`config.mk`:
```
export PLATFORM = sky130hd
export DESIGN_NAME = pll_map_top
export DESIGN_NICKNAME = d
export VERILOG_FILES = /design/src/logic/pll_map_pkg.sv /design/src/logic/pll_cfg_regs.sv /design/src/logic/pll_lock_timer.sv /design/src/logic/pll_map_core.sv /design/src/logic/pll_map_top.sv
export VERILOG_INCLUDE_DIRS = /design/src /design/src/logic
export SDC_FILE = /design/constraint.sdc
export NUM_CORES = 1
export LEC_CHECK = 0
export BUFFER_PORTS_ARGS = -buffer_cell sky130_fd_sc_hd__buf_2
export CAP_MARGIN = 20
export CORE_UTILIZATION = 30
export CTS_CLUSTER_DIAMETER = 80
export DETAILED_ROUTE_END_ITERATION = 6
export SLEW_MARGIN = 20
export SYNTH_ARGS = -nofsm -noshare
export SYNTH_HDL_FRONTEND = slang
export SYNTH_SLANG_ARGS = --single-unit
```
`constraint.sdc`:
```
create_clock -name clk -period 1.74 [get_ports clk]
set_input_delay 0.348 -clock clk [delete_from_list [all_inputs] [get_ports clk]]
set_output_delay 0.348 -clock clk [all_outputs]
set_load 0.03 [all_outputs]
```
`src/logic/pll_map_macros.svh`:
```
`ifndef PLL_MAP_MACROS_SVH
`define PLL_MAP_MACROS_SVH

// divider ratio field width
`define PLL_RATIO_W        10
// vco post-divider field width
`define PLL_VCODIV_W       2

// host register port
`define PLL_ADDR_W         2
`define PLL_DATA_W         16
`define PLL_ADDR_CTRL      2'd0
`define PLL_ADDR_RATIO     2'd1

// field positions inside the RATIO register
`define PLL_SEL_LSB        10
`define PLL_VCODIV_LSB     12

// lock settle time in clk cycles
`define PLL_LOCK_CYCLES    8

// power-on divider values
`define PLL_RST_RATIO      10'h0BC
`define PLL_RST_ZDIV0      10'h0C7
`define PLL_RST_ZDIV1      10'h019
`define PLL_RST_VCODIV     2'd0

`endif

```
`src/logic/pll_map_pkg.sv`:
```
`default_nettype none

package pll_map_pkg;

    `include "pll_map_macros.svh"

    // sequencer states
    // SET takes encoding zero and the others count up from NOP
    typedef enum logic [3:0] {
        // reset bypass held during the lock wait
        SET    = 4'd0,
        // pll held off with pllen low
        NOP    = 4'd1,
        // enabled and one cycle ahead of the reset bypass
        IDLE   = 4'd2,
        // locked with steady ratios
        STABLE = 4'd3,
        // one ratio update per cycle here
        WRITE  = 4'd4
    } pll_state_e;

    // target of a ratio update
    typedef enum logic [1:0] {
        // only the vco post-divider changes
        NONE  = 2'd0,
        // main feedback divider
        MAIN  = 2'd1,
        // first output z-divider
        ZDIV0 = 2'd2,
        // second output z-divider
        ZDIV1 = 2'd3
    } ratio_sel_e;

    // divider ratio value used by the main and z-dividers
    typedef logic [`PLL_RATIO_W-1:0] ratio_t;

endpackage : pll_map_pkg

`default_nettype wire

```
`src/logic/pll_cfg_regs.sv`:
```
`timescale 1ns/1ps
`default_nettype none

`include "pll_map_macros.svh"

module pll_cfg_regs (
    input  wire logic                       clk,
    input  wire logic                       rst_n,
    // host write port, single-cycle strobe
    input  wire logic                       host_wr,
    input  wire logic [`PLL_ADDR_W-1:0]     host_addr,
    input  wire logic [`PLL_DATA_W-1:0]     host_wdata,
    // decoded control towards the sequencer
    output      logic                       pll_enable,
    output      logic                       apply,
    output      pll_map_pkg::ratio_t        new_ratio,
    output      pll_map_pkg::ratio_sel_e    new_sel,
    output      logic [`PLL_VCODIV_W-1:0]   new_vcodiv
);

    import pll_map_pkg::*;

    logic ctrl_wr;
    logic ratio_wr;

    // address decode
    // anything other than CTRL or RATIO falls through untouched
    assign ctrl_wr  = host_wr && (host_addr == `PLL_ADDR_CTRL);
    assign ratio_wr = host_wr && (host_addr == `PLL_ADDR_RATIO);

    // enable level and apply pulse
    always_ff @(posedge clk or negedge rst_n) begin
        if (!rst_n) begin
            // pll comes up enabled
            pll_enable <= 1'b1;
            apply      <= 1'b0;
        end else begin
            if (ctrl_wr) begin
                // bit 0 only, upper bits reserved
                pll_enable <= host_wdata[0];
            end
            // high for exactly the cycle after a RATIO write
            // back-to-back writes keep it high, one update per cycle
            apply <= ratio_wr;
        end
    end

    // held ratio fields
    // loaded on the same edge that raises apply
    always_ff @(posedge clk) begin
        if (ratio_wr) begin
            // bits 9..0
            new_ratio  <= host_wdata[`PLL_RATIO_W-1:0];
            // bits 11..10
            new_sel    <= ratio_sel_e'(host_wdata[`PLL_SEL_LSB +: 2]);
            // bits 13..12
            new_vcodiv <= host_wdata[`PLL_VCODIV_LSB +: `PLL_VCODIV_W];
        end
    end

    // bits 15..14 of RATIO are spare and dropped

endmodule : pll_cfg_regs

`default_nettype wire

```
`src/logic/pll_lock_timer.sv`:
```
`timescale 1ns/1ps
`default_nettype none

`include "pll_map_macros.svh"

module pll_lock_timer #(
    // settle time of the pll in clk cycles, at least 1
    parameter int unsigned LOCK_CYCLES = `PLL_LOCK_CYCLES
) (
    input  wire logic clk,
    input  wire logic rst_n,
    // high while the sequencer sits in SET
    input  wire logic lock_count_en,
    // settle time elapsed
    output      logic lock_done
);

    // enough bits to hold LOCK_CYCLES itself
    localparam int unsigned CNT_W = $clog2(LOCK_CYCLES + 1);
    localparam logic [CNT_W-1:0] CNT_MAX = CNT_W'(LOCK_CYCLES);

    logic [CNT_W-1:0] count;

    // saturating up-counter
    always_ff @(posedge clk or negedge rst_n) begin
        if (!rst_n) begin
            count <= '0;
        end else if (!lock_count_en) begin
            // any exit from SET clears it,
            // so every new entry waits the full time
            count <= '0;
        end else if (count != CNT_MAX) begin
            count <= count + 1'b1;
        end
    end

    // stays high until the enable drops
    assign lock_done = (count == CNT_MAX);

    // with the enable high from edge n, lock_done shows after edge n+LOCK_CYCLES

endmodule : pll_lock_timer

`default_nettype wire

```
`src/logic/pll_map_core.sv`:
```
`timescale 1ns/1ps
`default_nettype none

`include "pll_map_macros.svh"

module pll_map_core (
    input  wire logic                       clk,
    input  wire logic                       rst_n,
    // from the register block
    input  wire logic                       pll_enable,
    input  wire logic                       apply,
    input  wire pll_map_pkg::ratio_t        new_ratio,
    input  wire pll_map_pkg::ratio_sel_e    new_sel,
    input  wire logic [`PLL_VCODIV_W-1:0]   new_vcodiv,
    // lock timer handshake
    input  wire logic                       lock_done,
    output      logic                       lock_count_en,
    // pll macro controls
    output      logic                       pllen,
    output      logic                       rstbypen,
    output      pll_map_pkg::ratio_t        main_ratio,
    output      pll_map_pkg::ratio_t        zdiv0_ratio,
    output      pll_map_pkg::ratio_t        zdiv1_ratio,
    output      logic [`PLL_VCODIV_W-1:0]   vcodiv_ratio,
    output      logic                       pll_locked
);

    import pll_map_pkg::*;

    pll_state_e                 state;
    pll_state_e                 next_state;

    // update staged on entry into WRITE
    ratio_t                     pend_ratio;
    ratio_sel_e                 pend_sel;
    logic [`PLL_VCODIV_W-1:0]   pend_vcodiv;

    // state register
    // IDLE out of reset, so bring-up starts on the first edge
    always_ff @(posedge clk or negedge rst_n) begin
        if (!rst_n) begin
            state <= IDLE;
        end else begin
            state <= next_state;
        end
    end

    // next state
    always_comb begin
        next_state = state;
        if (!pll_enable) begin
            // disable wins from any state
            next_state = NOP;
        end else begin
            case (state)
                NOP:     next_state = IDLE;
                IDLE:    next_state = SET;
                // hold reset bypass until the settle time is up
                SET: begin
                    if (lock_done) begin
                        next_state = STABLE;
                    end
                end
                STABLE: begin
                    if (apply) begin
                        next_state = WRITE;
                    end
                end
                // stay on a further apply, one update per cycle
                WRITE:   next_state = apply ? WRITE : STABLE;
                default: next_state = NOP;
            endcase
        end
    end

    // lock timer runs only during SET
    assign lock_count_en = (state == SET);

    // sequencing outputs, registered from next state
    always_ff @(posedge clk or negedge rst_n) begin
        if (!rst_n) begin
            pllen      <= 1'b1;
            rstbypen   <= 1'b0;
            pll_locked <= 1'b0;
        end else begin
            pllen      <= (next_state != NOP);
            rstbypen   <= (next_state == SET);
            pll_locked <= (next_state == STABLE) || (next_state == WRITE);
        end
    end

    // stage the fields of an accepted update
    // a write seen outside STABLE/WRITE never reaches here
    always_ff @(posedge clk) begin
        if (next_state == WRITE) begin
            pend_ratio  <= new_ratio;
            pend_sel    <= new_sel;
            pend_vcodiv <= new_vcodiv;
        end
    end

    // divider outputs
    // the load happens in WRITE, one edge after staging
    always_ff @(posedge clk or negedge rst_n) begin
        if (!rst_n) begin
            main_ratio   <= `PLL_RST_RATIO;
            zdiv0_ratio  <= `PLL_RST_ZDIV0;
            zdiv1_ratio  <= `PLL_RST_ZDIV1;
            vcodiv_ratio <= `PLL_RST_VCODIV;
        end else if (state == WRITE) begin
            // post-divider follows every update
            vcodiv_ratio <= pend_vcodiv;
            case (pend_sel)
                MAIN:    main_ratio  <= pend_ratio;
                ZDIV0:   zdiv0_ratio <= pend_ratio;
                ZDIV1:   zdiv1_ratio <= pend_ratio;
                // NONE, ratios keep their values
                default: ;
            endcase
        end
    end

endmodule : pll_map_core

`default_nettype wire

```
`src/logic/pll_map_top.sv`:
```
`timescale 1ns/1ps
`default_nettype none

`include "pll_map_macros.svh"

module pll_map_top (
    input  wire logic                       clk,
    input  wire logic                       rst_n,
    // host register port
    input  wire logic                       host_wr,
    input  wire logic [`PLL_ADDR_W-1:0]     host_addr,
    input  wire logic [`PLL_DATA_W-1:0]     host_wdata,
    // pll macro controls
    output      logic                       pllen,
    output      logic                       rstbypen,
    output      pll_map_pkg::ratio_t        main_ratio,
    output      pll_map_pkg::ratio_t        zdiv0_ratio,
    output      pll_map_pkg::ratio_t        zdiv1_ratio,
    output      logic [`PLL_VCODIV_W-1:0]   vcodiv_ratio,
    output      logic                       pll_locked
);

    import pll_map_pkg::*;

    // register block to sequencer
    logic                       pll_enable;
    logic                       apply;
    ratio_t                     new_ratio;
    ratio_sel_e                 new_sel;
    logic [`PLL_VCODIV_W-1:0]   new_vcodiv;

    // sequencer and lock timer
    logic                       lock_count_en;
    logic                       lock_done;

    pll_cfg_regs u_cfg_regs (
        .clk        (clk),
        .rst_n      (rst_n),
        .host_wr    (host_wr),
        .host_addr  (host_addr),
        .host_wdata (host_wdata),
        .pll_enable (pll_enable),
        .apply      (apply),
        .new_ratio  (new_ratio),
        .new_sel    (new_sel),
        .new_vcodiv (new_vcodiv)
    );

    // settle time models the analog lock
    pll_lock_timer #(
        .LOCK_CYCLES (`PLL_LOCK_CYCLES)
    ) u_lock_timer (
        .clk           (clk),
        .rst_n         (rst_n),
        .lock_count_en (lock_count_en),
        .lock_done     (lock_done)
    );

    pll_map_core u_core (
        .clk           (clk),
        .rst_n         (rst_n),
        .pll_enable    (pll_enable),
        .apply         (apply),
        .new_ratio     (new_ratio),
        .new_sel       (new_sel),
        .new_vcodiv    (new_vcodiv),
        .lock_done     (lock_done),
        .lock_count_en (lock_count_en),
        .pllen         (pllen),
        .rstbypen      (rstbypen),
        .main_ratio    (main_ratio),
        .zdiv0_ratio   (zdiv0_ratio),
        .zdiv1_ratio   (zdiv1_ratio),
        .vcodiv_ratio  (vcodiv_ratio),
        .pll_locked    (pll_locked)
    );

endmodule : pll_map_top

`default_nettype wire

```
# After elaboration in Yosys (flattened, before gate mapping)
# Cells that the tools add are included.
# W data, S select, Z words.
[op_classes] n_addsub=1 n_eq_ne=14 n_reduce_logical=9 n_mux=7
[ops] operator="$mux W4" n=5
[ops] operator="$pmux W4 S5" n=1
[ops] operator="$eq A4 B2 Y1 const B" n=3
[ops] operator="$eq A4 B3 Y1 const B" n=2
[ops] operator="$logic_not A4 Y1" n=2
[ops] operator="$reduce_and A2 Y1" n=3
[ops] operator="$add A4 B1 Y4 const B" n=1
[ops] operator="$eq A2 B1 Y1 const B" n=2
[ops] operator="$eq A2 B2 Y1 const B" n=2
[ops] operator="$eq A4 B1 Y1 const B" n=1
[ops] operator="$eq A4 B4 Y1 const B" n=1
[ops] operator="$ne A4 B1 Y1 const B" n=1
[ops] operator="$ne A4 B4 Y1 const B" n=1
[ops] operator="$mux W3" n=1
[ops] operator="$logic_and A1 B1 Y1" n=2
[ops] operator="$logic_not A2 Y1" n=1
[ops] operator="$ne A2 B2 Y1 const B" n=1
[ops] operator="$logic_or A1 B1 Y1" n=1
[totals] regBits=73 inputBits=21 wordCells=48 out_inout_bits=35

# Longest topological paths before layout
[logic_depth] word_depth=6 depth_mapped=6 ltp_nobuf=5

# Cells and area by module
# From an unflattened synthesis, not the netlist that was laid out.
[hier_totals] cells_unflattened=157 hier_area_um2=2742.6
[modules_own_cells] mod="pll_map_core" cells_each=117 area_each_um2=2006.9 instances=1 seq_area_each_um2=1415.1
[modules_own_cells] mod="pll_cfg_regs" cells_each=19 area_each_um2=509.2 instances=1 seq_area_each_um2=471.7
[modules_own_cells] mod="pll_lock_timer" cells_each=21 area_each_um2=226.5 instances=1 seq_area_each_um2=100.1

# Worst setup path after synthesis
# OpenSTA, ideal clock, no wires.
[synth_path] path_kind="reg-to-reg" startpoint="register u_core.state[0]" endpoint="register u_core.pend_ratio[0], enable pin" path_buffers=0 slack_ns=0.144 arrival_ns=1.241 stages_incl_launch_ff=3 setup_ns=0.355 required_ns=1.385 synth_period_minus_slack_ns=1.596 cell_sequence="dfrtp_1 > nor3b_1 > o211a_1"
[synth_between] elab_chain_len=4 elab_cells_between_ends=10 classes_between="5 x eq/ne; 4 x mux; 1 x reduce/logical"
[synth_rtl] element="start, declared" line_no="pll_map_core.sv:30" text="pll_state_e state;"
[synth_rtl] element="start signal, assigned" line_no="pll_map_core.sv:44" text="state <= next_state;"
[synth_rtl] element="$eq A4 B3 Y1, or another cell as far along" line_no="pll_map_core.sv:55" text="case (state)"
[synth_rtl] element="$pmux W4 S5 (*)" line_no="pll_map_core.sv:55"
[synth_rtl] element="$mux W4 (*)" line_no="pll_map_core.sv:51" text="if (!pll_enable) begin"
[synth_rtl] element="$eq A4 B3 Y1 (*)" line_no="pll_map_core.sv:95" text="if (next_state == WRITE) begin"
[synth_rtl] element="end signal, assigned" line_no="pll_map_core.sv:96" text="pend_ratio <= new_ratio;"
[synth_rtl] element="end, declared" line_no="pll_map_core.sv:34" text="ratio_t pend_ratio;"
# Mark *: on every way between the ends. The rest lies on a longest branch, timed or not.
# A chain may end at the register's enable or synchronous reset.

# Worst setup path after layout
[layout_path] startpoint="register u_core.state[3]" endpoint="register u_core.zdiv0_ratio[8]"
[layout_between] elab_chain_len=2
[layout_rtl] element="$eq A4 B3 Y1" line_no="pll_map_core.sv:110" text="end else if (state == WRITE) begin"
[layout_rtl] element="$reduce_and A2 Y1 (no line)"
[layout_rtl] element="end signal, assigned" line_no="pll_map_core.sv:107" text="zdiv0_ratio <= `PLL_RST_ZDIV0;"
[layout_rtl] element="end signal, assigned" line_no="pll_map_core.sv:115" text="ZDIV0: zdiv0_ratio <= pend_ratio;"
[layout_rtl] element="end, declared" line_no="pll_map_core.sv:22" text="output pll_map_pkg::ratio_t zdiv0_ratio,"
# No other way between the ends.

==> impl_results.md <==
* Syn_nets at 175
* Fin cells at 338
* Total GRT Usage at 11.0%
* Commonest cells post-synth: 33 x mux2_2, 29 x dfrtp_1, 28 x edfxtp_1
* Number of diodes at 0
* Worst hold path class: input pin to flip-flop
* Post-DP HPWL at 3.33 mm
* Placement Setup Slack at ~0.041 ns
* Fin worst setup slack at 0.0982 ns
* Post-synth EDFFs at 28
* CTS tree: done
* Die area at approximately 9400 µm²
* Setup TNS at 0 ns
* Iter 0 DRT Violations at 35
* Routability cong. at ~0.81
* Top cells by area, synth: edfxtp_1 31%, dfrtp_1 27%, dfstp_2 16%, mux2_2 14%, and3b_1 0.97%
* Synth cell types at 33
* Tcrit/Tclk final at a little over nine tenths
* Synth area leader: edfxtp_1
* Routed met1 length at 2.08 mm
* WL/cell at between 10 and 15 µm
* Routed Antenna Nets at 0
* Crit-path max FO at 6
* Final setup vio count at 0
* CP required at between 1.5 and 2 ns
* Core Util, Final at about two fifths
* Via/cell ratio at 4.45
* Core area at between 8000 and 9000 µm²
* Die H at just under 100 µm
* Post-synth top area share at 31.1%
* Layout cells sized above 1 at 57.4%
* Vias post-DR at roughly 1500
* Root Driver: clkbuf_8
* Port Buffer Count at between 50 and 60
* H-tree levels at 3
* Sink Count at 73
* Post-route cell area at 3390 µm²
* Async set-or-reset flop fraction in the synthesized netlist at 61.6%
* Most used DFF post-synth: dfrtp_1
* Hold slack at 0.169 ns
* Post-Syn Instances at 152
* Nets at 248
* Setup Fix Bufs, Post-CTS at 0
* Highest clock rate at 609 MHz
* Setup Skew at 0.0118 ns
* WL met2 at 2.39 mm
* Reg2reg path depth at 4
* Met3 wire len at 301 µm
* Pwr/cell area at approximately 960 nW/µm²
* Arr. time, crit path at 1.87 ns
* Layout area overhead at 25.6%
* Pleak at ~1.6 nW
* Top Ports at 56
* Synthesized area at 2700 µm²
* Max-cap violation count at 0
* Initial DRT Pass Iterations at 4
* Placed insts at 321
* Most common cell in the netlist: mux2_2
* CP Capture Type: flip-flop
* Sequential fraction of the synthesis area at between 70% and 80%
* Peak supply drop at 0.534 mV
* Fin. Hold Viols at 0
* Tot Pwr at roughly 3.3 mW
* Pin count of the biggest net entering global routing at between 40 and 50
* R2r setup slk at between 0.09 and 0.1 ns
* Overflow after GRT at 0
* Slew Viols, Final at 0
* Synthesized flop and latch total at 73
* CP startpoint kind: flip-flop
* Worst setup path class: flip-flop to flip-flop
* First-pass GRT wire length at 7.78 mm
* Starting Density at 31.0%
* Total CTS buffers at 9
* Clk pin slew, worst setup/hold paths at about 0.090 ns
* Routed WL at 4.83 mm
* Max layer used: met4
* Cell count of the worst hold path at 1
* Fin crit period at 1.64 ns
* Die X-Extent at 96.9 µm
* Row count at 34
* YS warnings at 0
* Placed Instance Area at 3180 µm²
* Outcome: completed
* Clk_lat worst skew at 0.35 ns
* DRC viols at 0
* Initial antenna violation count at 0
* Average size of a mapped cell at 17.8 µm²
* Buffer depth of the longest clock path at 2
* Vias in the first global route at roughly 1600
-- layout by cell type, fill, tap and decap left out, drive strengths merged, types with 3 or more instances in the layout --
master | netlist | routed
nor2 | 4 | 4
o21ai | 3 | 3
edfxtp | 28 | 28
clkbuf | 1 | 11
and3b | 3 | 3
dfrtp | 29 | 29
nand3b | 3 | 3
nand3 | 3 | 3
mux2 | 33 | 33
inv | 2 | 3
buf | 2 | 64
dfstp | 16 | 16
-- final timing paths --
check | startpoint | endpoint
setup / recovery | u_core.state[3] | u_core.zdiv0_ratio[8]
setup reg to reg | u_core.state[3] | u_core.zdiv0_ratio[8]
max in group asynchronous | rst_n | u_cfg_regs.pll_enable
hold reg to reg | u_cfg_regs.new_ratio[9] | u_core.pend_ratio[9]
hold / removal | host_wdata[1] | u_cfg_regs.new_ratio[1]
min in group asynchronous | rst_n | u_core.main_ratio[1]
-- logic make-up (layout without fill, tap and decap cells) --
logic type	after synthesis	in the layout	synth area share [%]
compound gates	9	9	2.36
xor+xnor	3	3	0.973
fa+ha+maj	2	2	0.926
buf+inv	5	83	1.25
flops	73	73	73.6
mux	34	34	14.1
other cells	1	1	0.139
simple gates	25	25	6.67
-- sequential cells by signal, indices dropped and copies added (netlist names) --
signal,flops
u_cfg_regs.apply,1
u_cfg_regs.new_ratio,10
u_cfg_regs.new_sel,2
u_cfg_regs.new_vcodiv,2
u_cfg_regs.pll_enable,1
u_core.main_ratio,10
u_core.pend_ratio,10
u_core.pend_sel,2
u_core.pend_vcodiv,2
u_core.pll_locked,1
u_core.pllen,1
u_core.rstbypen,1
u_core.state,4
u_core.vcodiv_ratio,2
u_core.zdiv0_ratio,10
u_core.zdiv1_ratio,10
u_lock_timer.count,4
-- cell type report --
class,count,area (µm²)
Timing Repair Buffer,65,383
Clock buffer,11,153
Multi-Input combinational cell,74,688
Sequential cell,73,1990
Inverter,2,7.51
Clock inverter,5,37.5
Fill cell,828,5330
Tap cell,108,135
-- where the power goes --
group | internal (mW) | leakage, nW | switching [mW]
sequential | 1.83 | 0.816 | 0.0207
clock | 0.610 | 0.0911 | 0.646
combinational | 0.0594 | 0.653 | 0.0815
total | 2.50 | 1.56 | 0.748
-- routing by layer --
metal  global-route usage, %  vias to the layer above
li1                        -                      707
met1                    12.8                      753
met2                    17.9                       35
met3                    4.77                        8
met4                    4.48                        0
met5                       0                        -
-- worst max-delay path: stages, from the launching register on --
cell and delay (ns):
dfrtp_1 0.41, nor4b_4 0.47, nand3b_1 0.17, buf_4 0.20
mux2_2 0.27
-- timing repair --
item / 4_1_cts / 5_1_grt
hold buffers: 1 / 0
gates resized for setup: 0 / 2
endpoints found under the hold margin: 29 / 0
setup endpoints to repair: 0 / 8
Note: power is estimated with default switching activity, not from simulation.
